[src/common/i2c_config.svh]
`ifndef I2C_CONFIG_SVH
`define I2C_CONFIG_SVH

// build-time constants for the I2C slave peripheral

// the 7-bit address that the slave acknowledges
// any other address byte leaves the slave silent until the next start
`define I2C_SLAVE_ADDR 7'h27

// number of equal consecutive CLK samples a bus line must show
// before its filtered level follows
// pulses shorter than this never reach the slave logic
`define DEGLITCH_SAMPLES 4

// the filter adds this many CLK cycles of delay to every SCL and SDA edge
// so the SCL quarter period must be well above it
// at 4 samples the deglitch delay is four CLK periods

// the slave never stretches SCL
// timing margin comes from the master's clock rate alone

`endif

[src/common/i2c_pkg.sv]
package i2c_pkg;

	// a 7-bit I2C slave address as it sits in bits 7:1 of the address byte
	typedef logic [6:0] addr_t;

	// one byte as it moves on SDA, MSB first
	typedef logic [7:0] byte_t;

	// the 16-bit control word loaded by writes
	// the same width carries the status word returned by reads
	typedef logic [15:0] word_t;

	// bits seen so far in the current byte
	// it runs from 0 to 8 and holds at 8 through the acknowledge pulse
	typedef logic [3:0] bit_cnt_t;

	// slave sequencing states
	// ADDR shifts in the address byte and ADDR_ACK answers it
	// WRITE and WRITE_ACK take data bytes from the master
	// READ and READ_ACK send status bytes to the master
	// IGNORE waits out a transfer meant for another slave or ended by a NACK
	typedef enum logic [2:0] {
		IDLE,
		ADDR,
		ADDR_ACK,
		WRITE,
		WRITE_ACK,
		READ,
		READ_ACK,
		IGNORE
	} i2c_state_e;

endpackage

[src/i2c_slave/i2c_bit_counter.sv]
`timescale 1ns/1ps

module i2c_bit_counter (
	input  logic              CLK,
	input  logic              reset,
	input  logic              cnt_clear,
	input  logic              scl_rise,
	output logic              byte_done,
	output i2c_pkg::bit_cnt_t bit_count
);
	import i2c_pkg::*;

	localparam bit_cnt_t LAST_BIT = 4'd7;
	localparam bit_cnt_t BYTE_BITS = 4'd8;

	// one count per SCL rise in a data phase
	// the FSM masks the ack rise, so the count rests at 8 until it is cleared
	always_ff @(posedge CLK) begin
		if (reset) begin
			bit_count <= '0;
			byte_done <= 1'b0;
		end else begin
			byte_done <= 1'b0;
			if (cnt_clear) begin
				bit_count <= '0;
			end else if (scl_rise) begin
				bit_count <= bit_count + 1'b1;
				// pulses in the cycle after the eighth rise
				byte_done <= (bit_count == LAST_BIT);
			end
		end
	end

	// a ninth counted rise would mean the FSM let an ack pulse through
	assert property (@(posedge CLK) disable iff (reset)
		bit_count <= BYTE_BITS)
		else $error("bit count %0d past the end of a byte", bit_count);

endmodule

[config.mk]
export PLATFORM = sky130hd
export DESIGN_NAME = i2c_bit_counter
export DESIGN_NICKNAME = d
export VERILOG_FILES = /design/src/common/i2c_config.svh /design/src/common/i2c_pkg.sv /design/src/i2c_slave/i2c_bit_counter.sv
export SDC_FILE = /design/constraint.sdc
export NUM_CORES = 1
export LEC_CHECK = 0
export BUFFER_PORTS_ARGS = -buffer_cell sky130_fd_sc_hd__buf_2
export CAP_MARGIN = 20
export CORE_AREA = 2 2 39 41
export CTS_CLUSTER_DIAMETER = 30
export DETAILED_ROUTE_END_ITERATION = 7
export DIE_AREA = 0 0 41 43
export RECOVER_POWER = 25
export SETUP_SLACK_MARGIN = 0.02
export SLEW_MARGIN = 20
export SYNTH_ARGS = -nofsm -noshare
export SYNTH_HDL_FRONTEND = slang
export SYNTH_SLANG_ARGS = --single-unit
export TNS_END_PERCENT = 1
[constraint.sdc]
create_clock -name CLK -period 2.4 [get_ports CLK]
set_input_delay 0 -clock CLK [delete_from_list [all_inputs] [get_ports CLK]]
set_output_delay 0 -clock CLK [all_outputs]
set_load 0.02 [all_outputs]
======== Yosys cells after proc, flatten, opt, wreduce, memory -nomap -nowiden ========
Index checks and enable logic that the tools add are counted.
word-level totals
  output and inout bits ................... 5
  input bits .............................. 4
  logic and storage cells ................. 7
  register bits after elaboration ......... 5
operators by class
  reduce and logical (&&, ||, !) cells .... 2
  eq/ne operators ......................... 1
  $add $sub $neg .......................... 1
  bitwise operators ....................... 1
operator list
  operator                                       count
  adder 4 x 1 -> 4 bit, second input constant    1
  == test 4 x 3 -> 1 bit, second input constant  1
  OR reduction 3 bit                             1
  OR reduction 2 bit                             1
  inverter 1 bit                                 1

======== Depth between registers and ports, before layout ========
  word-level depth ........................ 2
  gate-level depth with buffers ........... 3

======== Least setup slack after synthesis ========
No wires, ideal clock.
  kind .................................... reg-to-reg
  start ................................... reg bit_count[0]
  end ..................................... reg bit_count[1]
  data arrival time ....................... 0.959 ns
  data required time ...................... 2.285 ns
  stages on the path, launching flop included .. 4
  slack ................................... 1.326 ns
  buffers on the path ..................... 0
  period minus slack after synthesis ...... 1.074 ns
  cells stage by stage .................... dfxtp_1 -> ha_1 -> mux2i_1 -> nor2_1
on the way
  cells in the longest elaborated chain, start to end .. 1
RTL lines
  what                    line                   source
  from (decl)             i2c_bit_counter.sv:9   output i2c_pkg::bit_cnt_t bit_count
  from (signal assigned)  i2c_bit_counter.sv:27  bit_count <= bit_count + 1'b1;
  adder 4 x 1 -> 4 bit    i2c_bit_counter.sv:27
No other way between the ends.
A chain may end at the register's enable or synchronous reset.

======== Worst setup path after layout ========
Ends and elaborated chain as after synthesis.

==> metrics <==
CP Class reg -> reg; GRT Residual Overflow 0; Sw Share 23.27%; DR vias/cell 3.979; Hold EP bit_count[2]; total die area 0.001763 mm²; leak pwr 0.1403 nW; first-pass GRT wire length 765 µm; Initial DRT Pass Iterations 1; CP endpoint kind flop; sequential power share 43.3%; hold path startpoint reset; Peak VDD IR 236.2 µV; CTS tree done; most frequent cells in the layout buf_2 (7), dfxtp_1 (5), nor2_1 (3), clkbuf_4 (3), clkbuf_1 (2); fin crit period 993.5 ps; vias after detailed routing 191; r2r worst-path depth 3; RSZ-0062 raised after global routing false; Critical R2R Capture bit_count[1]; startpoint types flop; GRT Overall Usage 7.143%; CTS max path bufs 2; slowest CP cell dfxtp_1; Row Count 14; CP max FO 4; Hold Fails Final Rpt 0; layout cell share with drive strength beyond 1 40.63%; Yosys reg bits 5; Initial Util 17.36%; DIE HEIGHT 43 µm; antenna violations before repair 0; post-synthesis cell count 21; register area share after synthesis 41.67%; achievable clock frequency 1007 MHz; Boundary Pins 9; met1 Usage GRT 7.767%; area delta synth->final 30.73%; status finished, final reports clean; Sw Pwr 0.04649 mW; final std cells w/o fill 48; clk_skew 1.090 ps; Worst EP arrival 1130 ps; Req. time, crit path 2540 ps; most common cell after layout, fill and taps aside buf_2; total routed wirelength 469 µm; fin nets 38; drt wl/cell 9.771 µm; H-tree depth 1; Mapped Area 240.2 µm²; final worst slack 1407 ps; worst slew pin tran 251.5 ps; power per cell area 636.2 mW/mm²; largest net degree at the start of global routing 7; number of max-cap violations 0; PostCTS Resize Cnt 0; core area 0.001384 mm²; # hold bufs at CTS 0; Hold Path Stages 3; Core Util, Final 22.69%; slack of the worst reg-to-reg path 1410 ps; critical-path cell list ha_1, mux2i_1, nor2_1; post-CTS setup buffers 0; met3 Use GR 8.377%; Port Buf Inserts 8; Clock Pin Slew Worst Setup and Hold Paths 50 ps; Synth Warn # 0; die width 41 µm; CTS Root Cell clkbuf_4; clock insertion delay at the later pin of the skew report 240 ps; CP max stage delay 440 ps; clock group share of total power 50.0%; fin crit share 41.39%; combinational share of power 6.6%; DRC violations left 0; TritonCTS buffer count 3; Final Max Slew Viols 0; Unique masters post-synth 15; mean post-synth cell area 11.44 µm²; starting DRC count in detailed routing 0; reg2reg start bit_count[0]; Clock Sink Count 5; internal power 0.1533 mW; final setup fails 0; Place WS 1394 ps; Synth Net Count 26; relative slew slack 83.30%; vias in the first global route 179; Most Used Layer, Global Route met2; Min-Delay Path Class in -> reg; GPL Wtd Cong 0.6224; grt met2 use 8.750%; final antenna-violating net count 0; DP Cell Count 44; setup TNS 0 ps; ant diodes 0; Pwr Total 0.1998 mW
==> through the flow <==
stage	hold WS [ps]	area, µm²
after floorplan	196.3	240.2
after CTS	79.86	315.3
final	80.58	314.1
after global placement	340.8	289.0
after detailed placement	340.8	289.0
after global routing	105.5	314.1
==> cell families after synthesis <==
kind of cell / Yosys count / share of synthesized area, %
fa+ha+maj: 1 / 5.208
buf+inv: 1 / 4.687
flops: 5 / 41.67
compound gates: 2 / 6.248
mux: 2 / 10.42
simple gates: 9 / 28.13
xor+xnor: 1 / 3.646
==> power groups by stage <==
stage / clock, mW / sequential, mW / combinational [mW]
floorplan: 0 / 0.0893 / 0.00827
global placement: 0 / 0.0878 / 0.0134
detailed placement: 0 / 0.0882 / 0.0136
CTS: 0.106 / 0.0866 / 0.0137
global route: 0.111 / 0.0866 / 0.0150
finish: 0.100 / 0.0866 / 0.0132
==> worst max-delay path, delay by kind of cell, from the launching register on <==
kind | cells | cell delay [ps]
simple gates | 1 | 50
mux | 1 | 130
flops | 1 | 440
fa+ha+maj | 1 | 280
==> how the worst max path moves through the flow <==
| stage | from | slack (ps) | to | cells after the start |
|---|---|---|---|---|
| global route | bit_count[0] | 1360 | bit_count[1] | 3 |
| CTS | bit_count[0] | 1390 | bit_count[1] | 3 |
| floorplan | bit_count[0] | 1330 | bit_count[1] | 3 |
| global placement | bit_count[1] | 1450 | bit_count[1] | 3 |
| finish | bit_count[0] | 1410 | bit_count[1] | 3 |
| detailed placement | bit_count[0] | 1390 | bit_count[1] | 3 |
==> layout make-up <==
type / instances / area [µm²]
Tap cell: 16 / 20.02
Sequential cell: 5 / 100.1
Multi-Input combinational cell: 15 / 128.9
Fill cell: 155 / 1070
Clock buffer: 4 / 26.28
Timing Repair Buffer: 8 / 38.79
==> metal layers <==
layer / wire, µm / share of wire (%)
met1: 180 / 38
met2: 204 / 43
met3: 84 / 18
met4: 0 / 0
met5: 0 / 0
==> registers in the layout, summed over array words and instances (netlist names) <==
register,cells
byte_done,1
bit_count,4
==> cell usage after synthesis <==
cell / instances / area, µm²
a21bo_1: 1 / 10.01
a21oi_1: 1 / 5.000
buf_6: 1 / 11.26
dfxtp_1: 5 / 100.1
ha_1: 1 / 12.51
mux2_4: 1 / 15.01
mux2i_1: 1 / 10.01
nand3b_1: 1 / 7.510
nand4_4: 1 / 21.27
nand4b_1: 1 / 8.760
nor2_1: 3 / 11.26
nor3_1: 1 / 5.000
nor3b_1: 1 / 7.510
or2_2: 1 / 6.260
xnor2_1: 1 / 8.760
Power figures use the tool's default switching activity.
