--- config.mk ---
export PLATFORM = sky130hd
export DESIGN_NAME = i2c_shift_reg
export DESIGN_NICKNAME = d
export VERILOG_FILES = /design/src/common/i2c_config.svh /design/src/common/i2c_pkg.sv /design/src/i2c_slave/i2c_shift_reg.sv
export SDC_FILE = /design/constraint.sdc
export NUM_CORES = 1
export LEC_CHECK = 0
export BUFFER_PORTS_ARGS = -buffer_cell sky130_fd_sc_hd__buf_2
export CORE_UTILIZATION = 42
export DETAILED_ROUTE_END_ITERATION = 6
export PLACE_DENSITY = 0.82
export SETUP_SLACK_MARGIN = 0.3
export SLEW_MARGIN = 15
export SYNTH_ARGS = -nofsm -noshare
export SYNTH_HDL_FRONTEND = slang
export SYNTH_SLANG_ARGS = --single-unit
export TNS_END_PERCENT = 10
--- constraint.sdc ---
create_clock -name CLK -period 0.9 [get_ports CLK]
set_clock_uncertainty 0.2 [all_clocks]
set_input_delay 0.045 -clock CLK [delete_from_list [all_inputs] [get_ports CLK]]
set_output_delay 0.045 -clock CLK [all_outputs]
set_load 0.005 [all_outputs]
--- src/common/i2c_config.svh ---
`ifndef I2C_CONFIG_SVH
`define I2C_CONFIG_SVH

// build-time constants for the I2C slave peripheral

// the 7-bit address that the slave acknowledges
// any other address byte leaves the slave silent until the next start
`define I2C_SLAVE_ADDR 7'h27

// number of equal consecutive CLK samples a bus line must show
// before its filtered level follows
// pulses shorter than this never reach the slave logic
`define DEGLITCH_SAMPLES 4

// the filter adds this many CLK cycles of delay to every SCL and SDA edge
// so the SCL quarter period must be well above it
// at 4 samples the deglitch delay is four CLK periods

// the slave never stretches SCL
// timing margin comes from the master's clock rate alone

`endif

--- src/common/i2c_pkg.sv ---
package i2c_pkg;

	// a 7-bit I2C slave address as it sits in bits 7:1 of the address byte
	typedef logic [6:0] addr_t;

	// one byte as it moves on SDA, MSB first
	typedef logic [7:0] byte_t;

	// the 16-bit control word loaded by writes
	// the same width carries the status word returned by reads
	typedef logic [15:0] word_t;

	// bits seen so far in the current byte
	// it runs from 0 to 8 and holds at 8 through the acknowledge pulse
	typedef logic [3:0] bit_cnt_t;

	// slave sequencing states
	// ADDR shifts in the address byte and ADDR_ACK answers it
	// WRITE and WRITE_ACK take data bytes from the master
	// READ and READ_ACK send status bytes to the master
	// IGNORE waits out a transfer meant for another slave or ended by a NACK
	typedef enum logic [2:0] {
		IDLE,
		ADDR,
		ADDR_ACK,
		WRITE,
		WRITE_ACK,
		READ,
		READ_ACK,
		IGNORE
	} i2c_state_e;

endpackage

--- src/i2c_slave/i2c_shift_reg.sv ---
`timescale 1ns/1ps

module i2c_shift_reg (
	input  logic           CLK,
	input  logic           reset,
	input  logic           shift_in,
	input  logic           shift_out,
	input  logic           load_tx,
	input  logic           sda_f,
	input  i2c_pkg::byte_t tx_byte,
	output i2c_pkg::byte_t rx_byte,
	output logic           tx_bit
);
	import i2c_pkg::*;

	byte_t tx_sr;

	// receive side
	// the first bit on the bus is the MSB, so bits enter at the bottom and move up
	// after eight shift_in strobes rx_byte holds the whole byte
	// it then stays put through the ack phase, where the FSM and the reg bank read it
	always_ff @(posedge CLK) begin
		if (reset) begin
			rx_byte <= '0;
		end else if (shift_in) begin
			rx_byte <= {rx_byte[6:0], sda_f};
		end
	end

	// transmit side
	// the MSB of tx_sr is always the bit on the bus
	// a load takes the next status byte from the reg bank
	// each shift_out moves the next bit up and fills with 1 so SDA ends released
	// a load wins over a shift, though the FSM never asks for both at once
	always_ff @(posedge CLK) begin
		if (reset) begin
			tx_sr <= '1;
		end else if (load_tx) begin
			tx_sr <= tx_byte;
		end else if (shift_out) begin
			tx_sr <= {tx_sr[6:0], 1'b1};
		end
	end

	// only a 0 here pulls SDA, and only while the FSM is sending data
	assign tx_bit = tx_sr[7];

endmodule

---- Word level (Yosys, flattened, before mapping) ----
Index checks and enable logic that the tools add are counted.
word-level totals
  flip-flop bits (word level) ............. 16
  output and inout port bits .............. 9
operators by class
  muxes and demuxes ....................... 2
  reduce and logical (&&, ||, !) cells .... 1
operators by type and width
  operator            count
  two-way mux 8 bit   2
  nonzero test 2 bit  1

---- Longest topological paths before layout ----
  word-level depth ........................ 2
  gate-level depth with buffers ........... 4
  mapped depth without buffers ............ 2

---- Worst setup path after synthesis ----
No wires, ideal clock.
  path kind ............................... reg-to-reg
  start ................................... register, netlist name tx_sr[0]
  end ..................................... register tx_sr[0]
  setup time .............................. 0.119 ns
  arrival ................................. 0.515 ns
  data required time ...................... 0.581 ns
  path slack .............................. 0.065 ns
  cell stages (with the launch flop) ...... 3
  path buffers ............................ 0
  clock period less this slack ............ 0.835 ns
  path through ............................ dfxtp_1 nor3_1 o21bai_1
RTL lines
  element                 RTL line             text
  end signal: assignment  i2c_shift_reg.sv:39  tx_sr <= tx_byte;
  end signal: assignment  i2c_shift_reg.sv:41  tx_sr <= {tx_sr[6:0], 1'b1};
  end: declaration        i2c_shift_reg.sv:16  byte_t tx_sr;

==> metrics.md <==
| Metric | Value |
|---|---|
| Area Overhead vs Synth | `31.7%` |
| Post-synthesis net count | `between 70 and 80` |
| Final setup margin | `-0.0814 ns` |
| Reg2reg path depth | `3` |
| Startpoint types | `register` |
| Post-synth ARST share | `0%` |
| First DRT Iteration DRCs | `8` |
| Clk pwr share | `34.2%` |
| Hold Path Class | `primary input to register` |
| Setup_tns | `-0.926 ns` |
| Die ar. | `0.00173 sq mm` |
| Sequential share of power | `approximately 55%` |
| Skew-Pair Late Insertion Delay | `0.28 ns` |
| Critical path's largest stage delay | `0.33 ns` |
| First-pass GRT wire length | `2120 um` |
| Pwr Density | `1580 mW/mm^2` |
| Fin crit share | `109%` |
| Buf/Inv on CP | `1` |
| Crit path capture type | `register` |
| Commonest cells in the synthesized netlist | `16 x dfxtp_1, 15 x mux2i_1, 8 x nor2_1` |
| Relative slew margins | `82.3%` |
| Area after DPL | `754 sq um` |
| IO buf count | `22` |
| Ys Warns | `0` |
| Vias in the first global route | `between 400 and 500` |
| Largest net degree at the start of global routing | `11` |
| Slew Viols, Final | `0` |
| DRC violations left | `0` |
| Comb pwr share | `10.9%` |
| Max Clk Rate | `1020 MHz` |
| Place WS | `0.00109 ns` |
| Kind of critical path | `register to register` |
| Synth area leader | `dfxtp_1` |
| Setup violations, final | `16` |
| CP Depth | `3` |
| Root Driver | `clkbuf_4` |
| Final net count | `105` |
| Maximum vdd drop | `839 uV` |
| Outcome | `complete, but fails checks` |
| Int Pwr | `1.06 mW` |
| Final Wtd Congestion | `0.705` |
| GRT overflow | `0` |
| Clk buf depth | `2` |
| Clock sinks | `16` |
| Post-synth EDFFs | `0` |
| Crit path required time | `between 0.8 and 0.9 ns` |
| Worst hold slack | `-0.207 ns` |
| Critical path's slowest cell | `dfxtp_2` |
| Core outline area | `0.00138 sq mm` |
| Synthesized netlist cell count | `61` |
| Synth area leaders | `dfxtp_1 49%, mux2i_1 23%, nor3b_1 6.8%` |
| CP top delay family | `flip-flops` |
| Routed WL per cell | `12.6 um` |
| Worst-Margin Slew | `0.265 ns` |
| RSZ-0062 raised after global routing | `yes` |
| Sw Pwr | `roughly 0.31 mW` |
| Die H | `approximately 42 um` |
| Share of cells above drive strength 1 | `58.9%` |
| Sequential area share after synthesis | `about 49%` |
| Final Util | `a little over three fifths` |
| Layout Cells excl Fill | `105` |
| Synth Cell Area | `659 sq um` |
| ANT nets after route | `0` |
| Crit-path cells | `buf_4 -> mux2i_2 -> nor2_1` |
| Tot Pwr | `roughly 1.4 mW` |
| GRT Overall Usage | `about 16%` |
| CP max FO | `2` |
| Sw Ratio | `22.6%` |
| Yosys top cell area share | `between 40 and 50%` |
| Initial antenna violation count | `0` |
| Final Cell Area | `868 sq um` |
| Avg Cell Area, Syn | `10.8 sq um` |
| DR vias | `527` |
| Arrival time worst endpoint | `0.96 ns` |
| # diodes | `0` |
| DRT Pass-1 Iters | `4` |
| I/O pin count | `23` |
| H-tree levels | `1` |
| Post-DR vias/cell | `5.02` |
| Most numerous cell in the Yosys netlist | `dfxtp_1` |
| Synth cell types | `12` |
| CTS clk-pin slew, worst paths | `0.09 ns` |
| Final hold vios | `12` |
| Hold Crit Depth | `3` |
| Cell Rows | `13` |
| Failing checks | `hold timing, setup timing` |
| Routed wire length | `1320 um` |
| Placed cell count | `95` |
| Die width | `41.6 um` |
| Initial Util | `47.7%` |
| Most common flop cell mapped by yosys | `dfxtp_1` |
| Max Cap Viol | `0` |
| #FFs+latches synth | `16` |
| Pleak | `between 0.4 and 0.5 nW` |
| Dpl hpwl | `868 um` |
| Final worst path period need | `0.981 ns` |
| CTS buffer count | `3` |
| CTS tree | `yes` |
worst reg2reg max path, cell delays in order (launching register included):
cell and delay [ns]:
dfxtp_2 0.33, buf_4 0.13, mux2i_2 0.16, nor2_1 0.06
sequential cells by signal (all words and copies together), names as in the netlist:
name	flops
tx_sr	8
rx_byte	8
routing by layer:
metal / wire [um] / vias to the layer above / track usage (%)
li1: - / 270 / -
met1: 639 / 242 / 19.9
met2: 608 / 13 / 25.3
met3: 55 / 2 / 3.04
met4: 15 / 0 / 9.68
met5: 0 / - / 0
path summary, 6_finish.rpt:
check        startpoint         end  slack, ns
min reg2reg  rx_byte[7]  rx_byte[7]       0.29
max          rx_byte[1]  rx_byte[1]      -0.08
min          tx_byte[5]    tx_sr[5]      -0.21
max reg2reg  rx_byte[1]  rx_byte[1]      -0.08
power groups by stage:
stage               Sequential, mW  Combinational [mW]  Clock, mW
global route                 0.758               0.165      0.521
floorplan                    0.764              0.0969          0
finish                       0.755               0.150      0.471
global placement             0.765               0.131          0
detailed placement           0.766               0.135          0
CTS                          0.752               0.145      0.488
area by class of cell:
type | instances | area, sq um
repair buffers | 29 | 166
fillers | 118 | 514
well taps | 15 | 18.8
clock buffers | 4 | 36.3
flip-flops and latches | 16 | 340
multi-input cells | 41 | 307
cells by family (layout without fill, tap and decap cells):
logic type / count (synthesis) / after routing / share of synthesized area [%]
AND/OR/NAND/NOR: 18 / 18 / 15.9
AO/OA/AOI/OAI: 8 / 8 / 6.45
buffers and inverters: 4 / 33 / 6.26
flip-flops: 16 / 16 / 48.6
multiplexers: 15 / 15 / 22.8
what timing repair did:
action | 4_1_cts | 5_1_grt
pin swaps | 10 | 5
gates cloned | 0 | 0
buffers inserted | 6 | 0
gates resized for setup | 15 | 4
endpoints found under the setup margin | 25 | 25
endpoints found under the hold margin | 16 | 10
layout by cell type, fill, tap and decap left out:
cell type  instances
dfxtp_2           16
nor2_2             1
clkbuf_8           1
nor2b_1            1
nor3b_2            1
buf_2             22
clkbuf_4           3
buf_6              1
mux2i_2            1
buf_4              6
nor3_2             1
nor3b_1            6
mux2i_1           14
nor2_1             8
a21oi_1            7
o21bai_1           1
Power figures use the tool's default switching activity.
