File: config.mk
export PLATFORM = sky130hd
export DESIGN_NAME = deglitch
export DESIGN_NICKNAME = d
export VERILOG_FILES = /design/src/logic/deglitch.sv
export VERILOG_INCLUDE_DIRS = /design/src /design/src/common
export SDC_FILE = /design/constraint.sdc
export NUM_CORES = 1
export LEC_CHECK = 0
export ABC_AREA = 1
export BUFFER_PORTS_ARGS = -buffer_cell sky130_fd_sc_hd__buf_2
export CAP_MARGIN = 0
export CORE_AREA = 2 2 39 41
export CTS_BUF_LIST = sky130_fd_sc_hd__clkbuf_4 sky130_fd_sc_hd__clkbuf_8 sky130_fd_sc_hd__clkbuf_16
export DETAILED_ROUTE_END_ITERATION = 10
export DIE_AREA = 0 0 41 43
export MAX_ROUTING_LAYER = met4
export SLEW_MARGIN = 20
export SYNTH_ARGS = -nofsm -noshare
export SYNTH_HDL_FRONTEND = slang
export SYNTH_SLANG_ARGS = --single-unit
File: constraint.sdc
create_clock -name CLK -period 1.31 [get_ports CLK]
set_input_delay 0.0655 -clock CLK [delete_from_list [all_inputs] [get_ports CLK]]
set_output_delay 0.0655 -clock CLK [all_outputs]
set_load 0.01 [all_outputs]
File: src/common/i2c_config.svh
`ifndef I2C_CONFIG_SVH
`define I2C_CONFIG_SVH

// build-time constants for the I2C slave peripheral

// the 7-bit address that the slave acknowledges
// any other address byte leaves the slave silent until the next start
`define I2C_SLAVE_ADDR 7'h27

// number of equal consecutive CLK samples a bus line must show
// before its filtered level follows
// pulses shorter than this never reach the slave logic
`define DEGLITCH_SAMPLES 4

// the filter adds this many CLK cycles of delay to every SCL and SDA edge
// so the SCL quarter period must be well above it
// at 4 samples the deglitch delay is four CLK periods

// the slave never stretches SCL
// timing margin comes from the master's clock rate alone

`endif

File: src/logic/deglitch.sv
`timescale 1ns/1ps
`include "i2c_config.svh"

module deglitch (
	input  logic CLK,
	input  logic reset,
	input  logic in,
	output logic out
);
	localparam int N = `DEGLITCH_SAMPLES;
	localparam int CW = $clog2(N + 1);

	// hist[0] is the newest sample and the older ones follow it
	logic [N-1:0]  hist;
	// length of the current run of equal samples, saturating at N
	logic [CW-1:0] run_len;
	logic          same;

	assign same = (in == hist[0]);

	// the output moves on the edge that takes the Nth equal sample
	// after reset the line is assumed idle high with a full run behind it
	always_ff @(posedge CLK) begin
		if (reset) begin
			hist <= '1;
			run_len <= CW'(N);
			out <= 1'b1;
		end else begin
			hist <= {hist[N-2:0], in};
			if (!same) begin
				// a new level starts a new run of one sample
				run_len <= CW'(1);
			end else if (run_len < CW'(N)) begin
				run_len <= run_len + 1'b1;
			end
			if (same && run_len >= CW'(N - 1)) begin
				out <= in;
			end
		end
	end

	// whenever the filtered level moves, the whole history already shows it
	assert property (@(posedge CLK) disable iff (reset)
		!$stable(out) |-> (hist == {N{out}}))
		else $error("deglitch output moved without %0d equal samples", N);

endmodule

After elaboration in Yosys (flattened, before gate mapping)
Cells that the tools add are included.
{"block": "word_totals", "reg_bits": 5, "inputBits": 3, "output_inout_bits": 1}
{"block": "classes", "addsub": 1, "n_lt_le_gt_ge": 2, "n_eq_ne": 2, "muxes": 2, "bitwise_logic": 1, "reduce_logical": 2}
{"operator": "2-to-1 mux 3 bit", "n": 2}
{"operator": "adder 3 x 1 -> 3 bit, second input constant", "n": 1}
{"operator": ">= comparator 3 x 2 -> 1 bit, second input constant", "n": 1}
{"operator": "less-than comparator 3 bit, second input constant", "n": 1}
{"operator": "!= test 2 x 1 -> 1 bit, second input constant", "n": 1}
{"operator": "OR reduction 2 bit", "n": 1}
{"operator": "== test 1 bit", "n": 1}
{"operator": "logical AND 1 bit", "n": 1}
{"operator": "NOT 1 bit", "n": 1}

Longest topological paths before layout
Gate-level depths: netlist of run 1.
{"block": "logic_depth", "ltp_word": 3, "mapped_depth": 6, "depth_no_buf": 6}

Worst setup path after synthesis of run 1
No wires, ideal clock.
{"block": "synth_path", "path_type": "register -> register", "from": "register run_len[0]", "to": "register out", "t_arrival_ns": 0.801, "required_time_ns": 1.193, "slack_ns": 0.392, "stages_incl_launch_ff": 6, "synth_period_minus_slack_ns": 0.918, "cell_sequence": "dfxtp_1 > ha_1 > nor2_1 > nand2_1 > a21oi_1 > nand2_1"}
{"block": "synth_via", "elab_chain_cells": 2}
{"element": "start: declaration", "line_no": "deglitch.sv:16", "text": "logic [CW-1:0] run_len;"}
{"element": "start signal: assignment", "line_no": "deglitch.sv:26", "text": "run_len <= CW'(N);"}
{"element": "start signal: assignment", "line_no": "deglitch.sv:34", "text": "run_len <= run_len + 1'b1;"}
{"element": ">= comparator 3 x 2 -> 1 bit", "line_no": "deglitch.sv:36", "text": "if (same && run_len >= CW'(N - 1)) begin"}
{"element": "logical AND 1 bit", "line_no": "deglitch.sv:36"}
{"element": "end signal: assignment", "line_no": "deglitch.sv:37", "text": "out <= in;"}
{"element": "end: declaration", "line_no": "deglitch.sv:8", "text": "output logic out"}
Every way passes these cells.
A chain may end at the register's enable or synchronous reset.

Worst setup path after layout of run 1
Same ends and word-level chain as after synthesis.

==> metrics.md, run 1 <==
| Metric | Value |
|---|---|
| Yosys reg bits | `5` |
| Overall Global Routing Usage | `5.67%` |
| Vias in the first global route | `175` |
| Wire length per cell | `6.29 um` |
| Routed Antenna Nets | `0` |
| Vias | `197` |
| CP dominant cell by count | `nand2_1` |
| Drt total wl | `352 um` |
| Synth Area in Adders | `5.56%` |
| Area growth syn-to-layout | `28.9%` |
| Worst Tran Pin Value | `142 ps` |
| Io pins | `4` |
| Status | `finished, final reports clean` |
| Longest Clk Path Bufs | `2` |
| IO Port Bufs | `3` |
| Crit-path max FO | `4` |
| Worst path cell trace | `ha_1, nor2_1, nand2_1, a21oi_1, nand2_1` |
| Crit end category | `flip-flop` |
| CP Launch Type | `flip-flop` |
| Critical path's slowest cell | `dfxtp_1` |
| Die W | `41 um` |
| P_int | `317 uW` |
| Final setup violating endpoints | `0` |
| Total of max-cap violations | `0` |
| TritonRoute pass-1 iters | `1` |
| Largest family of logic cells by synthesized area | `simple AND/OR/NAND/NOR gates` |
| Critical Path RT | `1430 ps` |
| Fin nets | `45` |
| DP Wirelength | `298 um` |
| Post-synthesis cell type with the largest combined area | `dfxtp_1` |
| Starting Density | `16.3%` |
| First-pass GRT wire length | `676 um` |
| Post-Synth XOR/XNOR Area | `0%` |
| Register clock-pin slew on the reported worst setup and hold paths | `40 ps` |
| Logic pwr share | `10.7%` |
| Fmax | `1020 MHz` |
| Max incr delay on CP | `330 ps` |
| Simple-Gate Fraction of Synth Area | `29.4%` |
| Syn_area_per_cell | `6.82 um2` |
| Endpoints failing hold | `0` |
| Setup TNS | `0 ps` |
| Initial antenna violation count | `0` |
| Hold crit path type | `primary input to flip-flop` |
| Sw power | `89.5 uW` |
| # fillers | `152` |
| DIE AREA | `1760 um2` |
| Post-cts sizing count | `0` |
| Peak supply drop | `0.651 mV` |
| Unrepaired setup endpoints after global routing | `no` |
| Clock latency on the worst-skew pair | `230 ps` |
| Diodes inserted | `0` |
| Max-slew violations | `0` |
| Std-Cell Rows | `14` |
| Critical path's top delay family | `flip-flops` |
| Largest cells by area after synthesis | `dfxtp_1 44%, nand2_1 25%, inv_1 10%` |
| Post-synthesis mux area share | `0%` |
| Post-CTS Setup Inserts | `0` |
| Sequential element share of the synthesized area | `44.4%` |
| Cell count after synthesis | `33` |
| CTS tree | `yes` |
| R2R Setup Slk | `330 ps` |
| Die height | `43 um` |
| H-tree levels | `1` |
| DR DRC count | `0` |
| Ys Warns | `0` |
| GRT Residual Overflow | `0` |
| DRT iter0 DRCs | `0` |
| Yosys cell types | `9` |
| Post-Syn Area | `225 um2` |
| Fin crit share | `75.1%` |
| Clock Skew | `0.0741 ps` |
| Sequential share of power | `42.3%` |
| Core area | `1380 um2` |
| CTS Hold Bufs | `0` |
| Slew HR | `90.4%` |
| Switching Share | `22.0%` |
| Min Tclk post-route | `983 ps` |
| Cell Pwr Density | `1400 nW/um2` |
| Clock Power Share | `47.0%` |
| Synth Area in Compound Gates | `10.6%` |
| Clock sink count | `5` |
| Top cell type's share of synthesized area | `44.4%` |
| Crit path arrival time | `1110 ps` |
| Crit Path Category | `flip-flop to flip-flop` |
| Root Buffer | `clkbuf_4` |
| Routability Congestion | `0.700` |
| Synth Net Count | `37` |
| Vias/cell | `3.52` |
| Tot Pwr | `407 uW` |
| CTS Buf Count | `3` |
| Leak | `0.162 nW` |
| Buf+Inv Stages, Crit Path | `0` |
| Layout cells sized above 1 | `22.5%` |
| Largest net degree at the start of global routing | `6` |
-- registers in the layout, indices dropped and copies added, names as in the netlist --
| register | cells |
|---|---|
| run_len | 3 |
| hist | 1 |
| out | 1 |
-- logic make-up after synthesis --
family,Yosys count
compound gates,4
fa+ha+maj,1
buf+inv,6
flops,5
simple gates,17
-- worst reg2reg max path, delay by kind of cell (launching register included) --
kind	cells	cell delay (ps)
fa+ha+maj	1	210
compound gates	1	120
flops	1	330
simple gates	3	210
-- metrics by stage --
stage	cell area [um2]	utilization, %	worst slack, ps	cells	hold WS, ps
final	290	21.0	327	56	18.0
after global routing	290	21.0	219	56	7.61
after CTS	290	21.0	318	56	12.3
after detailed placement	260	18.8	318	52	265
after global placement	260	18.8	347	52	265
after floorplan	225	-	392	33	128
-- placed cells by master (no fill, tap or decap) --
master	instances
nand2_1	15
inv_1	6
dfxtp_1	5
clkbuf_4	4
buf_2	3
a21oi_1	2
nand2_2	1
a21oi_2	1
nor2_1	1
o21ai_0	1
ha_1	1
-- layout make-up --
cell class,instances,area [um2],share of cell area [%]
sequential,5,100,34.5
tap,16,20.0,6.90
multi-input combinational,22,103,35.3
clock buffer,4,30.0,10.3
inverter,6,22.5,7.76
timing repair buffer,3,15.0,5.17
-- final timing paths --
check        startpoint  cells past startpoint          to
min               reset                      2  run_len[0]
max reg2reg  run_len[0]                      5         out
max          run_len[0]                      5         out
min reg2reg         out                      2         out
-- synthesized netlist by cell type --
cell type  count
inv_1          6
o21ai_0        1
nand2_2        1
a21oi_1        2
ha_1           1
nor2_1         1
a21oi_2        1
dfxtp_1        5
nand2_1       15
-- power groups by stage --
stage	clock [mW]	sequential (mW)	combinational, mW
floorplan	0	0.175	0.0310
global placement	0	0.174	0.0433
detailed placement	0	0.175	0.0445
CTS	0.202	0.172	0.0445
global route	0.215	0.174	0.0512
finish	0.191	0.172	0.0435
-- per-layer routing --
metal | up-vias | GRT usage [%] | part of all wire (%)
li1 | 112 | - | -
met1 | 81 | 8.09 | 50
met5 | - | - | 0
met4 | 0 | 0 | 0
met2 | 4 | 6.56 | 41
met3 | 0 | 4.71 | 9.1
Note: power is estimated with default switching activity, not from simulation.
==> run 2: changes to the inputs <==
==> constraint.sdc (replaced) <==
create_clock -name CLK -period 0.9 [get_ports CLK]
set_input_delay 0.045 -clock CLK [delete_from_list [all_inputs] [get_ports CLK]]
set_output_delay 0.045 -clock CLK [all_outputs]
set_load 0.01 [all_outputs]
==> run 2 against run 1 <==
The run now ends with setup timing left. Critical endpoint unchanged. Largest power group unchanged. Worst hold slack improved by 150 ps. Utilization rose by 4.7 points. Combinational power rose by 110%.
==> metrics.md, run 2 (synthesis results as in run 1) <==
| Metric | Value |
|---|---|
| Status | `finished with violations` |
| Failing checks | `setup timing` |
| IO Port Bufs | `3 (unchanged)` |
| Largest register FFs | `3 (unchanged)` |
| Vias | `224 (+14%)` |
| CP Launch Type | `flip-flop` |
| Root Buffer | `clkbuf_4` |
| Clock latency on the worst-skew pair | `240 ps (about the same)` |
| Clock Power Share | `45.7% (-1.3 points)` |
| Wire length per cell | `7.67 um (+22%)` |
| Reg area | `104 um2 (+3.8%)` |
| Fin nets | `49 (+8.9%)` |
| First-pass GRT wire length | `696 um (+3.0%)` |
| Min Tclk post-route | `939 ps (-44.7 ps)` |
| Largest registers | `run_len (3), hist (1), out (1)` |
| Place WS | `-24.8 ps (-343 ps)` |
| Peak supply drop | `0.935 mV (+44%)` |
| Register clock-pin slew on the reported worst setup and hold paths | `50 ps (about the same)` |
| Largest net degree at the start of global routing | `6 (unchanged)` |
| Setup TNS | `-38.6 ps (-38.6 ps)` |
| Total of max-cap violations | `0 (unchanged)` |
| Clock Skew | `7.83 ps (+7.75 ps)` |
| CTS Buf Count | `3 (unchanged)` |
| TritonRoute pass-1 iters | `2 (+1)` |
| P_int | `483 uW (+52%)` |
| Io pins | `4 (unchanged)` |
| Slew HR | `91.2% (+0.77 points)` |
| Most common cell after layout, fill and taps aside | `nand2_1` |
| Vias/cell | `3.73 (+6.1%)` |
| Hold crit path type | `primary input to flip-flop` |
| Worst Tran Pin Value | `131 ps (-11.4 ps)` |
| CTS tree | `yes` |
| Crit end category | `flip-flop` |
| Logic pwr share | `14.3% (+3.6 points)` |
| Crit Path Category | `flip-flop to flip-flop` |
| Fin crit share | `104% (+29 points)` |
| Switching Share | `24.5% (+2.5 points)` |
| Final WS setup | `-38.6 ps (-365 ps)` |
| Routed Antenna Nets | `0 (unchanged)` |
| Critical path's top delay family | `flip-flops` |
| Area taken by multi-input logic gates | `129 um2 (+26%)` |
| Post-CTS Setup Inserts | `0 (unchanged)` |
| Vias in the first global route | `195 (+11%)` |
| Max incr delay on CP | `330 ps (about the same)` |
| Clock sink count | `5 (unchanged)` |
| Crit-path max FO | `2 (-2)` |
| Die height | `43 um (unchanged)` |
| Area growth syn-to-layout | `57.8%` |
| DR DRC count | `0 (unchanged)` |
| Leak | `0.181 nW (+12%)` |
| Biggest register | `run_len` |
| Final core utilization | `25.7% (+4.7 points)` |
| Routability Congestion | `0.798 (+14%)` |
| Unrepaired setup endpoints after global routing | `yes` |
| Diodes inserted | `0 (unchanged)` |
| Critical path's slowest cell | `dfxtp_2` |
| GRT Residual Overflow | `0 (unchanged)` |
| DP Wirelength | `317 um (+6.4%)` |
| Fmax | `1070 MHz (+4.8%)` |
| Worst path cell trace | `ha_4, nor2_4, nand2_2, a21oi_2, nand2_1` |
| Initial antenna violation count | `0 (unchanged)` |
| Longest Clk Path Bufs | `2 (unchanged)` |
| DRT iter0 DRCs | `2 (+2)` |
| Die W | `41 um (unchanged)` |
| Crit path arrival time | `1070 ps (-40 ps)` |
| Starting Density | `16.3% (unchanged)` |
| H-tree levels | `1 (unchanged)` |
| Endpoints failing hold | `0 (unchanged)` |
| Cell Pwr Density | `1800 nW/um2 (+28%)` |
| Buf+Inv Stages, Crit Path | `0 (unchanged)` |
| Std-Cell Rows | `14 (unchanged)` |
| Final setup violating endpoints | `1 (+1)` |
| Drt total wl | `460 um (+31%)` |
| Sw power | `157 uW (+75%)` |
| Sequential share of power | `40.0% (-2.3 points)` |
| Critical Path RT | `1030 ps (-400 ps)` |
| DIE AREA | `1760 um2 (unchanged)` |
| Layout cells sized above 1 | `40.9% (+18 points)` |
| # fillers | `149 (-2.0%)` |
| Core area | `1380 um2 (unchanged)` |
| Max-slew violations | `0 (unchanged)` |
| Most frequent cells in the layout | `14 x nand2_1, 6 x inv_1, 4 x clkbuf_4, 3 x buf_2, 3 x dfxtp_2` |
| Overall Global Routing Usage | `6.49% (+0.82 points)` |
==> run 2: worst reg2reg max path, stage by stage, from the launching register on <==
cell and delay, ps:
dfxtp_2 330, ha_4 170, nor2_4 90, nand2_2 60, a21oi_2 120, nand2_1 70
==> run 2: final timing paths <==
check	cells past startpoint	slack [ps]	startpoint	end
worst max-delay path	5	-40	run_len[0]	out
worst min-delay path	4	170	in	run_len[0]
worst max register to register	5	-40	run_len[0]	out
worst min register to register	2	480	out	out
==> run 2: per-stage QoR <==
stage          hold slack [ps]  area, um2  power (mW)  std cells
6_report                   170        355       0.639         60
5_1_grt                    181        355       0.669         60
4_1_cts                    138        329       0.629         60
3_5_place_dp               245        278       0.327         54
3_3_place_gp               242        278       0.325         54
2_1_floorplan              107        228       0.300         33
==> run 2: layout make-up <==
class / instances / area share, %
clock buffer: 4 / 8.45
inverter: 6 / 6.34
multi-input combinational: 22 / 36.3
sequential: 5 / 29.2
tap: 16 / 5.63
timing repair buffer: 7 / 14.1
==> run 2: per-layer routing <==
| layer | GRT usage, % | share of wire [%] | up-vias |
|---|---|---|---|
| met4 | 0 | 0 | 0 |
| met1 | 6.45 | 45 | 100 |
| met3 | 7.85 | 9.1 | 0 |
| li1 | - | - | 119 |
| met5 | - | 0 | - |
| met2 | 8.75 | 45 | 5 |
==> run 2: power by group through the flow <==
stage	sequential, mW	combinational [mW]	clock (mW)
2_1_floorplan	0.254	0.0454	0
3_3_place_gp	0.252	0.0730	0
3_5_place_dp	0.253	0.0742	0
4_1_cts	0.250	0.0816	0.297
5_1_grt	0.258	0.102	0.309
6_report	0.256	0.0916	0.292
==> run 2: timing repair <==
action / CTS / global route
hold endpoints to repair: 2 / 0
setup endpoints to repair: 1 / 1
hold buffers: 2 / 0
pin swaps: 0 / 2
gates resized for setup: 1 / 7
