--- src/common/i2c_config.svh ---
`ifndef I2C_CONFIG_SVH
`define I2C_CONFIG_SVH

// build-time constants for the I2C slave peripheral

// the 7-bit address that the slave acknowledges
// any other address byte leaves the slave silent until the next start
`define I2C_SLAVE_ADDR 7'h27

// number of equal consecutive CLK samples a bus line must show
// before its filtered level follows
// pulses shorter than this never reach the slave logic
`define DEGLITCH_SAMPLES 4

// the filter adds this many CLK cycles of delay to every SCL and SDA edge
// so the SCL quarter period must be well above it
// at 4 samples the deglitch delay is four CLK periods

// the slave never stretches SCL
// timing margin comes from the master's clock rate alone

`endif

--- src/common/i2c_pkg.sv ---
package i2c_pkg;

	// a 7-bit I2C slave address as it sits in bits 7:1 of the address byte
	typedef logic [6:0] addr_t;

	// one byte as it moves on SDA, MSB first
	typedef logic [7:0] byte_t;

	// the 16-bit control word loaded by writes
	// the same width carries the status word returned by reads
	typedef logic [15:0] word_t;

	// bits seen so far in the current byte
	// it runs from 0 to 8 and holds at 8 through the acknowledge pulse
	typedef logic [3:0] bit_cnt_t;

	// slave sequencing states
	// ADDR shifts in the address byte and ADDR_ACK answers it
	// WRITE and WRITE_ACK take data bytes from the master
	// READ and READ_ACK send status bytes to the master
	// IGNORE waits out a transfer meant for another slave or ended by a NACK
	typedef enum logic [2:0] {
		IDLE,
		ADDR,
		ADDR_ACK,
		WRITE,
		WRITE_ACK,
		READ,
		READ_ACK,
		IGNORE
	} i2c_state_e;

endpackage

--- src/i2c_slave/i2c_reg_bank.sv ---
`timescale 1ns/1ps

module i2c_reg_bank (
	input  logic           CLK,
	input  logic           reset,
	input  logic           start_xfer,
	input  logic           snap_status,
	input  logic           commit_byte,
	input  logic           next_byte,
	input  i2c_pkg::byte_t rx_byte,
	input  i2c_pkg::word_t status,
	output i2c_pkg::byte_t tx_byte,
	output i2c_pkg::word_t ctrl_word
);
	import i2c_pkg::*;

	// 0 selects bits 7:0 and 1 selects bits 15:8
	logic  byte_idx;
	// status as it stood at the address acknowledge of a read
	word_t snap;

	// every transfer starts at the low byte
	// each written or read byte moves to the other half, so the index wraps modulo 2
	always_ff @(posedge CLK) begin
		if (reset) begin
			byte_idx <= 1'b0;
		end else if (start_xfer) begin
			byte_idx <= 1'b0;
		end else if (commit_byte || next_byte) begin
			byte_idx <= ~byte_idx;
		end
	end

	// a write lands in the half the index points at before it toggles
	// the LED byte is bits 15:8, the second byte of a write
	// a third byte wraps around and replaces the low half
	always_ff @(posedge CLK) begin
		if (reset) begin
			ctrl_word <= '0;
		end else if (commit_byte) begin
			if (byte_idx) begin
				ctrl_word[15:8] <= rx_byte;
			end else begin
				ctrl_word[7:0] <= rx_byte;
			end
		end
	end

	// the snapshot keeps both read bytes from one sample of status
	// even when status changes while the first byte is on the bus
	always_ff @(posedge CLK) begin
		if (snap_status) begin
			snap <= status;
		end
	end

	// the shift register loads this byte at the end of each ack pulse
	// by then the index has already moved to the byte that goes next
	assign tx_byte = byte_idx ? snap[15:8] : snap[7:0];

endmodule

--- config.mk ---
export PLATFORM = sky130hd
export DESIGN_NAME = i2c_reg_bank
export DESIGN_NICKNAME = d
export VERILOG_FILES = /design/src/common/i2c_config.svh /design/src/common/i2c_pkg.sv /design/src/i2c_slave/i2c_reg_bank.sv
export SDC_FILE = /design/constraint.sdc
export NUM_CORES = 1
export LEC_CHECK = 0
export ABC_CLOCK_PERIOD_IN_PS = 3300
export BUFFER_PORTS_ARGS = -buffer_cell sky130_fd_sc_hd__buf_2
export CAP_MARGIN = 20
export CORE_MARGIN = 4
export CORE_UTILIZATION = 37
export CTS_BUF_LIST = sky130_fd_sc_hd__clkbuf_8
export DETAILED_ROUTE_END_ITERATION = 16
export PLACE_DENSITY_LB_ADDON = 0.3
export SKIP_CTS_REPAIR_TIMING = 1
export SLEW_MARGIN = 25
export SYNTH_ARGS = -nofsm -noshare
export SYNTH_HDL_FRONTEND = slang
export SYNTH_SLANG_ARGS = --single-unit
--- constraint.sdc ---
create_clock -name CLK -period 3.3 [get_ports CLK]
set_clock_uncertainty 0.2 [all_clocks]
set_input_delay 0.165 -clock CLK [delete_from_list [all_inputs] [get_ports CLK]]
set_output_delay 0.165 -clock CLK [all_outputs]
set_load 0.01 [all_outputs]
# ---- Yosys cells after proc, flatten, opt, wreduce, memory -nomap -nowiden
# Cells that the tools add are included.
dict set report op_classes {
  addsub 0
  n_mul 0
  n_div 0
  order_cmp 0
  n_eq_ne 0
  n_shift 0
  mux 1
  bitwise 1
  reduce_logical 4
}
# cell n
set op_table {}
lappend op_table {{2-to-1 mux 8 bit} 1}
lappend op_table {{AND reduction 2 bit} 2}
lappend op_table {{OR reduction 2 bit} 1}
lappend op_table {{logical OR 1 bit} 1}
lappend op_table {{inverter 1 bit} 1}
dict set report totals {
  ff_bits 33
  latchBits 0
  ram_bits 0
  romBits 0
  n_memories 0
}

# ---- Logic depth before layout (Yosys ltp)
# Gate-level depths: netlist (run 1).
dict set report logic_depth {
  ltp_word 2
  ltp_mapped 5
  depth_no_buf 3
}

# ---- Least setup slack after synthesis (run 1)
# No wires, ideal clock.
dict set report synth_path {
  path_kind {reg2out}
  start {register byte_idx}
  end {output tx_byte[6]}
  arrival_ns 0.925
  required_time_ns 2.935
  setup_slack_ns 2.010
  path_stages_with_launch 4
  n_path_buf 2
  path_cell_list {dfxtp_1 > buf_6 > buf_6 > mux2_2}
}
dict set report synth_between {
  elab_chain_len 1
}
# element line
set synth_lines {}
lappend synth_lines {{start, declared} i2c_reg_bank.sv:18} ;# logic byte_idx;
lappend synth_lines {{start signal, assigned} i2c_reg_bank.sv:30} ;# byte_idx <= ~byte_idx;
lappend synth_lines {{2-to-1 mux 8 bit} i2c_reg_bank.sv:59} ;# assign tx_byte = byte_idx ? snap[15:8] : snap[7:0];
lappend synth_lines {{end, declared} i2c_reg_bank.sv:12} ;# output i2c_pkg::byte_t tx_byte,
# Every way passes these cells.

# ---- Final worst setup path (run 1)
dict set report layout_path {
  start {register byte_idx}
  end {output tx_byte[0]}
}
# The elaborated chain is that of the path after synthesis.

==> summary.txt, run 1 <==
Clocking
  – Clk slew on worst S/H paths: ~70 ps
  – H-tree depth: 2
  – Worst-Skew Late Latency: approximately 280 ps
  – Root Driver: clkbuf_8
  – CTS Buf Count: 5
  – CTS tree: done
  – Maximum root-to-sink buffer count: 2
  – Num Clock Sinks: 33

Power
  – Leakage: 0.7793 nW
  – Clock power share: roughly a third
  – Worst vdd ir: roughly 0.35 mV
  – NetSw: between 0.00015 and 0.0002 W
  – Part of the power in combinational logic: roughly an eighth
  – Pint: slightly below 0.0007 W
  – Pwr/cell area: 484.5 mW/mm^2
  – Power share of the sequential group: 53.2%
  – Sw Ratio: 22.56%

Logic synthesis
  – Mapped Cells: a little over 100
  – Register area share after synthesis: roughly two thirds
  – Syn Nets: 132
  – Netlist area before placement: 0.001205 mm^2
  – Ranking of synthesized cells by area: edfxtp_1 40%, dfxtp_1 28%, nand2_1 7.8%
  – Synthesized area per cell: 11.81 um^2
  – Seq cells post-synth: 33
  – Yosys warning total: 0
  – Post-synth cell types: 16
  – Leading area contributor after synthesis: edfxtp_1
  – Yosys top cell area share: approximately 40%

Cells and area
  – Share of layout cells above drive strength 1: 37.57%
  – Most frequent cells in the layout: 53 x buf_2, 25 x nand2_1, 25 x dlygate4sd3_1, 17 x dfxtp_1
  – Fillers: ~270
  – Post-layout util: between 50% and 60%
  – N_diodes: 0
  – Most common cell after layout, fill and taps aside: buf_2
  – Area grow syn2layout: 50.88%
  – Nets: 210

Floorplanning
  – DIE WIDTH: about 65 um
  – Starting density of the core: about two fifths
  – Core area: 0.003078 mm^2
  – Total I/O pin count: between 50 and 60
  – Die H: between 60 and 70 um
  – FP Rows: 20
  – Die area: approximately 0.0042 mm^2

Place
  – # port buffers: 53
  – Placer Congestion: between 0.8 and 0.9
  – Post-detail-place hpwl: 1845 um

Timing
  – Worst slew pin tran: between 700 and 800 ps
  – Fin crit share: about three fifths
  – Slew headroom: between 50% and 60%
  – Final min period: 1986 ps
  – Unrepaired setup endpoints after global routing: false
  – Max Clk Rate: 503.6 MHz
  – Setup TNS: 0 ps
  – Max Slew Vio Count: 0
  – Setup violators final: 0
  – Final Hold Viols: 0

Worst hold path
  – Hold Path Stages: 4
  – Hold/Removal Path Class: input port to register
  – Hold wc startpoint: next_byte
  – Worst hold endpoint: byte_idx

Worst setup path
  – Setup crit start: byte_idx
  – Critical path peak fanout: 20
  – WP data arrival: 1620 ps
  – Worst EP required: 2930 ps
  – FF-to-FF path depth: 3
  – Kind of critical path: register to primary output
  – CP endpoint kind: primary output
  – Crit Reg-Reg Endpoint: ctrl_word[9]
  – Reg-to-reg slack, setup: about 1600 ps
  – Startpoint types: register
  – Reg2reg start: byte_idx

Global route
  – Global-route usage over all layers: approximately 13%
  – First-pass GRT wire length: just over 4000 um
  – Met1 usage: ~14%
  – Initial antenna violation count: 0
  – M3 GR Usage: 7.799%
  – Vias in the first global route: 965
  – GRT Residual Overflow: 0
  – GRT busiest layer: met2
  – Met2 GRT Util: between 20% and 30%
  – Pin count of the biggest net entering global routing: 21

Routing
  – Via/cell ratio: ~4.4
  – # DRC: 0
  – DR vias: 1001
  – Detail Route Antenna Nets: 0
  – 1st-pass router iterations: 4
  – WL final: around 2800 um
  – Drt first-iter violations: between 70 and 80
  – Wire per inst: approximately 12 um

Outcome
  – Outcome: completed

Job
  – Max Cap Viol: 0
[flip-flops by register name, indices dropped and copies added, names as in the netlist]
name	cells
ctrl_word	16
byte_idx	1
snap	16
[kinds of logic after synthesis]
| family | Yosys count | share of synthesized area (%) |
|---|---|---|
| and+or+nand+nor | 37 | 12.98 |
| DFF | 33 | 68.12 |
| AOI/OAI and AO/OA | 16 | 6.646 |
| muxes | 8 | 7.477 |
| buffers and inverters | 7 | 4.049 |
| xor gates and xnor gates | 1 | 0.7270 |
[metrics by stage]
step / instance area [um^2] / hold WS (ps) / power, W / setup slack [ps] / std cells
global route: 1818 / 81.87 / 0.0009207 / 1193 / 225
floorplan: 1205 / 44.31 / 0.0005230 / 2010 / 102
finish: 1818 / 50.56 / 0.0008809 / 1314 / 225
global placement: 1476 / 140.2 / 0.0005615 / 1617 / 192
CTS: 1568 / -163.8 / 0.0008671 / 1279 / 200
detailed placement: 1476 / 137.9 / 0.0005647 / 1596 / 192
[cell usage after synthesis]
master,count
a21oi_1,16
and2b_1,1
buf_1,1
buf_2,2
buf_4,1
buf_6,2
clkbuf_2,1
dfxtp_1,17
edfxtp_1,16
mux2_2,8
nand2_1,25
nand2b_1,1
nand3_1,8
nor2_1,1
nor3_1,1
xor2_1,1
[layer usage]
layer  wire (um)  vias to the layer above
li1            -                      505
met1        1130                      440
met2        1302                       51
met3         290                        5
met4          36                        0
met5           0                        -
[power groups by stage]
| stage | registers [W] | logic [W] | clock network [W] |
|---|---|---|---|
| after global placement | 0.000477 | 0.0000849 | 0 |
| after detailed placement | 0.000478 | 0.0000866 | 0 |
| final | 0.000469 | 0.000109 | 0.000303 |
| after CTS | 0.000469 | 0.0000869 | 0.000311 |
| after global routing | 0.000471 | 0.000122 | 0.000327 |
| after floorplan | 0.000476 | 0.0000468 | 0 |
[layout make-up]
class | count | area, um^2 | area share (%)
Sequential cell | 33 | 820.8 | 45.15
Clock inverter | 2 | 8.758 | 0.4818
Multi-Input combinational cell | 62 | 335.3 | 18.44
Tap cell | 44 | 55.05 | 3.028
Timing Repair Buffer | 78 | 515.5 | 28.36
Clock buffer | 6 | 82.58 | 4.542
[worst max-delay path, cell delays in order, from the launching register on]
cell     delay (ps)
dfxtp_1         790
mux2_2          410
buf_2           140
[worst max-delay path by stage]
stage                             to  cells past startpoint
final                     tx_byte[0]                      2
after global routing      tx_byte[0]                      2
after CTS                 tx_byte[0]                      2
after detailed placement  tx_byte[0]                      2
after global placement    tx_byte[5]                      2
after floorplan           tx_byte[6]                      3
No activity file was read; power rests on OpenSTA's default activity.
==> inputs of run 2 (changes only) <==
Settings changed: ABC_CLOCK_PERIOD_IN_PS 3300 to 2100.
Clock period 3.3 ns to 2.1 ns, I/O delays scaled along.
==> summary.txt, run 2 (synthesis results as in run 1) <==
Outcome
  – Outcome: finished, violations left
  – Failing checks: hold timing

Global route
  – Pin count of the biggest net entering global routing: 18
  – GRT Residual Overflow: 0
  – Global-route usage over all layers: 12.58%
  – Initial antenna violation count: 0
  – Vias in the first global route: 929
  – First-pass GRT wire length: just under 4000 um

Worst setup path
  – WP data arrival: roughly 1500 ps
  – Critical path peak fanout: 12
  – Kind of critical path: register to primary output
  – CP endpoint kind: primary output
  – Worst EP required: between 1500 and 2000 ps
  – Startpoint types: register

Place
  – Dpl ws: between 500 and 600 ps
  – Post-detail-place hpwl: around 1900 um
  – # port buffers: 53
  – Cell area after placement: 0.001484 mm^2
  – Placer Congestion: roughly 0.87

Routing
  – Detail Route Antenna Nets: 0
  – WL final: 2720 um
  – # DRC: 0
  – DR vias: roughly 1000
  – Via/cell ratio: 4.458
  – 1st-pass router iterations: 4
  – Drt first-iter violations: 80
  – Wire per inst: between 10 and 15 um

Floorplanning
  – Die area: between 0.004 and 0.005 mm^2
  – FP Rows: 20
  – Total I/O pin count: 54
  – DIE WIDTH: between 60 and 70 um
  – Starting density of the core: 39.15%
  – Core area: a little over 0.003 mm^2
  – Die H: roughly 65 um

Cells and area
  – Fillers: 276
  – Most common cell after layout, fill and taps aside: buf_2
  – Share of layout cells above drive strength 1: 37.70%
  – Nets: between 200 and 250
  – N_diodes: 0
  – Most frequent cells in the layout: 53 x buf_2, 26 x dlygate4sd3_1, 25 x nand2_1, 17 x dfxtp_1
  – Largest registers: ctrl_word (16), snap (16), byte_idx (1)
  – Final instance area: approximately 0.0018 mm^2
  – Area grow syn2layout: 51.61%

Timing
  – Setup violators final: 0
  – Final min period: approximately 1800 ps
  – Max Clk Rate: about 540 MHz
  – Unrepaired setup endpoints after global routing: false
  – Final Hold Viols: 5
  – Worst slew pin tran: approximately 330 ps
  – Worst hold slack: -13.22 ps
  – Slew headroom: ~80%
  – Fin crit share: a little under 90%
  – Worst setup margin: 251.2 ps
  – Setup TNS: 0 ps
  – Max Slew Vio Count: 0

Clocking
  – Worst-Skew Late Latency: about 280 ps
  – Maximum root-to-sink buffer count: 2
  – H-tree depth: 2
  – Num Clock Sinks: 33
  – CTS Buf Count: 5
  – Root Driver: clkbuf_8
  – Clk slew on worst S/H paths: approximately 70 ps
  – CTS tree: done

Worst hold path
  – Hold/Removal Path Class: input port to register

Power
  – Leakage: roughly 0.79 nW
  – Worst vdd ir: 0.5783 mV
  – Pwr/cell area: between 700 and 800 mW/mm^2

Job
  – Max Cap Viol: 0
run 2: worst max-delay path, stage by stage, from the launching register on:
cell and delay (ps):
dfxtp_1 510, buf_4 250, mux2_2 350, buf_2 140
run 2: cell type report:
cell class / instances / area (um^2) / share of cell area [%]
Clock buffer: 5 / 68.82 / 3.767
Timing Repair Buffer: 80 / 533.0 / 29.18
Clock inverter: 3 / 13.76 / 0.7534
Multi-Input combinational cell: 62 / 335.3 / 18.36
Tap cell: 44 / 55.05 / 3.014
Sequential cell: 33 / 820.8 / 44.93
run 2: path summary, 6_finish.rpt:
check | start | to | slack [ps] | depth (start not counted)
max reg2reg | byte_idx | byte_idx | 270 | 4
min reg2reg | ctrl_word[15] | ctrl_word[15] | 250 | 2
min | commit_byte | ctrl_word[15] | -10 | 3
max | byte_idx | tx_byte[0] | 250 | 3
run 2: report_power, final:
group	switching, W	internal (W)	total, W
logic	0.0000804	0.0000986	0.000179
clock network	0.000215	0.000224	0.000439
registers	0.0000148	0.000717	0.000732
total	0.000310	0.00104	0.00135
run 2: through the flow:
stage          std cells  power (W)  hold slack [ps]  util, %
2_1_floorplan        102  0.0008218           -15.69        -
3_3_place_gp         193  0.0008840            81.01    48.21
3_5_place_dp         193  0.0008891            74.98    48.21
4_1_cts              201   0.001330           -227.0    50.89
5_1_grt              227   0.001422            3.650    59.35
6_report             227   0.001350           -13.22    59.35
run 2: per-layer routing:
layer  part of all wire [%]  vias up  global-route usage [%]
met5                      0        -                       0
met4                    1.6        0                   5.440
met3                    9.3        6                   7.279
met2                     47       47                   20.82
met1                     42      446                   12.87
li1                       -      513                       -
==> inputs of run 3 (changes only) <==
Settings changed: CTS_BUF_LIST sky130_fd_sc_hd__clkbuf_8 to sky130_fd_sc_hd__clkbuf_4 sky130_fd_sc_hd__clkbuf_8, RECOVER_POWER from default to 25.
==> summary.txt, run 3 (synthesis results as in run 1) <==
Timing
  – Unrepaired setup endpoints after global routing: false
  – Final Hold Viols: 0
  – Worst slew pin tran: approximately 340 ps
  – Setup TNS: 0 ps
  – Max Clk Rate: 524.5 MHz
  – Final min period: around 1900 ps
  – Setup violators final: 0
  – Fin crit share: 90.79%
  – Slew headroom: approximately 78%
  – Max Slew Vio Count: 0

Job
  – Max Cap Viol: 0

Cells and area
  – Fillers: 270
  – Most common cell after layout, fill and taps aside: buf_2
  – Nets: about 220
  – Most frequent cells in the layout: 51 x buf_2, 37 x dlygate4sd3_1, 25 x nand2_1, 17 x dfxtp_1
  – Area grow syn2layout: 58.26%
  – N_diodes: 0
  – Post-layout util: 61.95%
  – Share of layout cells above drive strength 1: 35.05%
  – Final instance area: 0.001907 mm^2
  – Largest registers: ctrl_word (16), snap (16), byte_idx (1)

Global route
  – GRT busiest layer: met2
  – M3 GR Usage: about 5.2%
  – Met1 usage: 12.87%
  – GRT Residual Overflow: 0
  – Vias in the first global route: roughly 950
  – First-pass GRT wire length: between 3000 and 4000 um
  – Initial antenna violation count: 0
  – Met2 GRT Util: 20.82%
  – Global-route usage over all layers: between 10% and 20%
  – Pin count of the biggest net entering global routing: 18

Routing
  – 1st-pass router iterations: 4
  – DR vias: around 1100
  – Wire per inst: 11.92 um
  – Detail Route Antenna Nets: 0
  – Via/cell ratio: about 4.5
  – WL final: 2838 um
  – Drt first-iter violations: 77
  – # DRC: 0

Worst setup path
  – Kind of critical path: register to register
  – Critical path peak fanout: 12
  – Startpoint types: register
  – WP data arrival: around 2000 ps
  – CP endpoint kind: register
  – Worst EP required: 2180 ps

Floorplanning
  – Core area: between 0.003 and 0.004 mm^2
  – Total I/O pin count: between 50 and 60
  – DIE WIDTH: 65.07 um
  – Die area: ~0.0042 mm^2
  – Die H: approximately 65 um
  – FP Rows: 20
  – Starting density of the core: between 30 and 40%

Worst hold path
  – Hold/Removal Path Class: register to register

Clocking
  – Maximum root-to-sink buffer count: 2
  – Worst-Skew Late Latency: approximately 330 ps
  – CTS Buf Count: 5
  – Num Clock Sinks: 33
  – Clk slew on worst S/H paths: approximately 100 ps
  – H-tree depth: 2
  – Root Driver: clkbuf_4
  – CTS tree: done

Power
  – Leakage: approximately 0.83 nW
  – Pwr/cell area: ~670 mW/mm^2
  – Worst vdd ir: between 0.4 and 0.5 mV

Outcome
  – Outcome: completed

Place
  – Post-detail-place hpwl: around 1900 um
  – Placer Congestion: slightly below 0.9
  – # port buffers: 53
  – Cell area after placement: 0.001484 mm^2
-- run 3: cell count changes in the layout (fill, tap and decap cells not counted) --
cell,before,now
dlygate4sd3_1,26,37
clkbuf_8,5,0
clkbuf_4,0,6
clkbuf_1,0,2
inv_1,1,0
buf_2,53,51
-- run 3: path summary, 6_finish.rpt --
check / end / from / slack (ps) / cells after the start
setup / recovery: ctrl_word[1] / byte_idx / 190 / 4
setup reg to reg: ctrl_word[1] / byte_idx / 190 / 4
hold / removal: ctrl_word[3] / ctrl_word[3] / 260 / 2
hold reg to reg: ctrl_word[3] / ctrl_word[3] / 260 / 2
-- run 3: worst max-delay path, stage by stage, from the launching register on --
cell and delay [ps]:
dfxtp_1 530, nand2b_1 320, nand2_1 90, a21oi_1 150
dlygate4sd3_1 560
-- run 3: routing by layer --
layer	share of wire [%]	wire [um]
met5	0	0
met2	47	1335
met4	2.5	71
met1	42	1196
met3	8.2	234
-- run 3: per-stage QoR --
stage / setup slack [ps] / instances / hold slack (ps) / total power, W
floorplan: 869.9 / 102 / -15.69 / 0.0008218
global placement: 590.3 / 193 / 81.01 / 0.0008840
detailed placement: 552.0 / 193 / 74.98 / 0.0008891
CTS: 171.8 / 201 / -288.9 / 0.001232
global route: 53.84 / 238 / 254.4 / 0.001339
finish: 193.3 / 238 / 263.5 / 0.001273
-- run 3: cell type report --
cell class,count,area (um^2),share of cell area [%]
tap,44,55.05,2.887
clock inverter,2,10.01,0.5249
sequential,33,820.8,43.04
timing repair buffer,91,640.6,33.60
clock buffer,6,45.04,2.362
multi-input combinational,62,335.3,17.59
-- run 3: power by group --
part / total [W] / internal [W] / switching [W]
Combinational: 0.000194 / 0.000111 / 0.0000831
Clock: 0.000347 / 0.000140 / 0.000207
Sequential: 0.000732 / 0.000716 / 0.0000157
Total: 0.00127 / 0.000967 / 0.000306
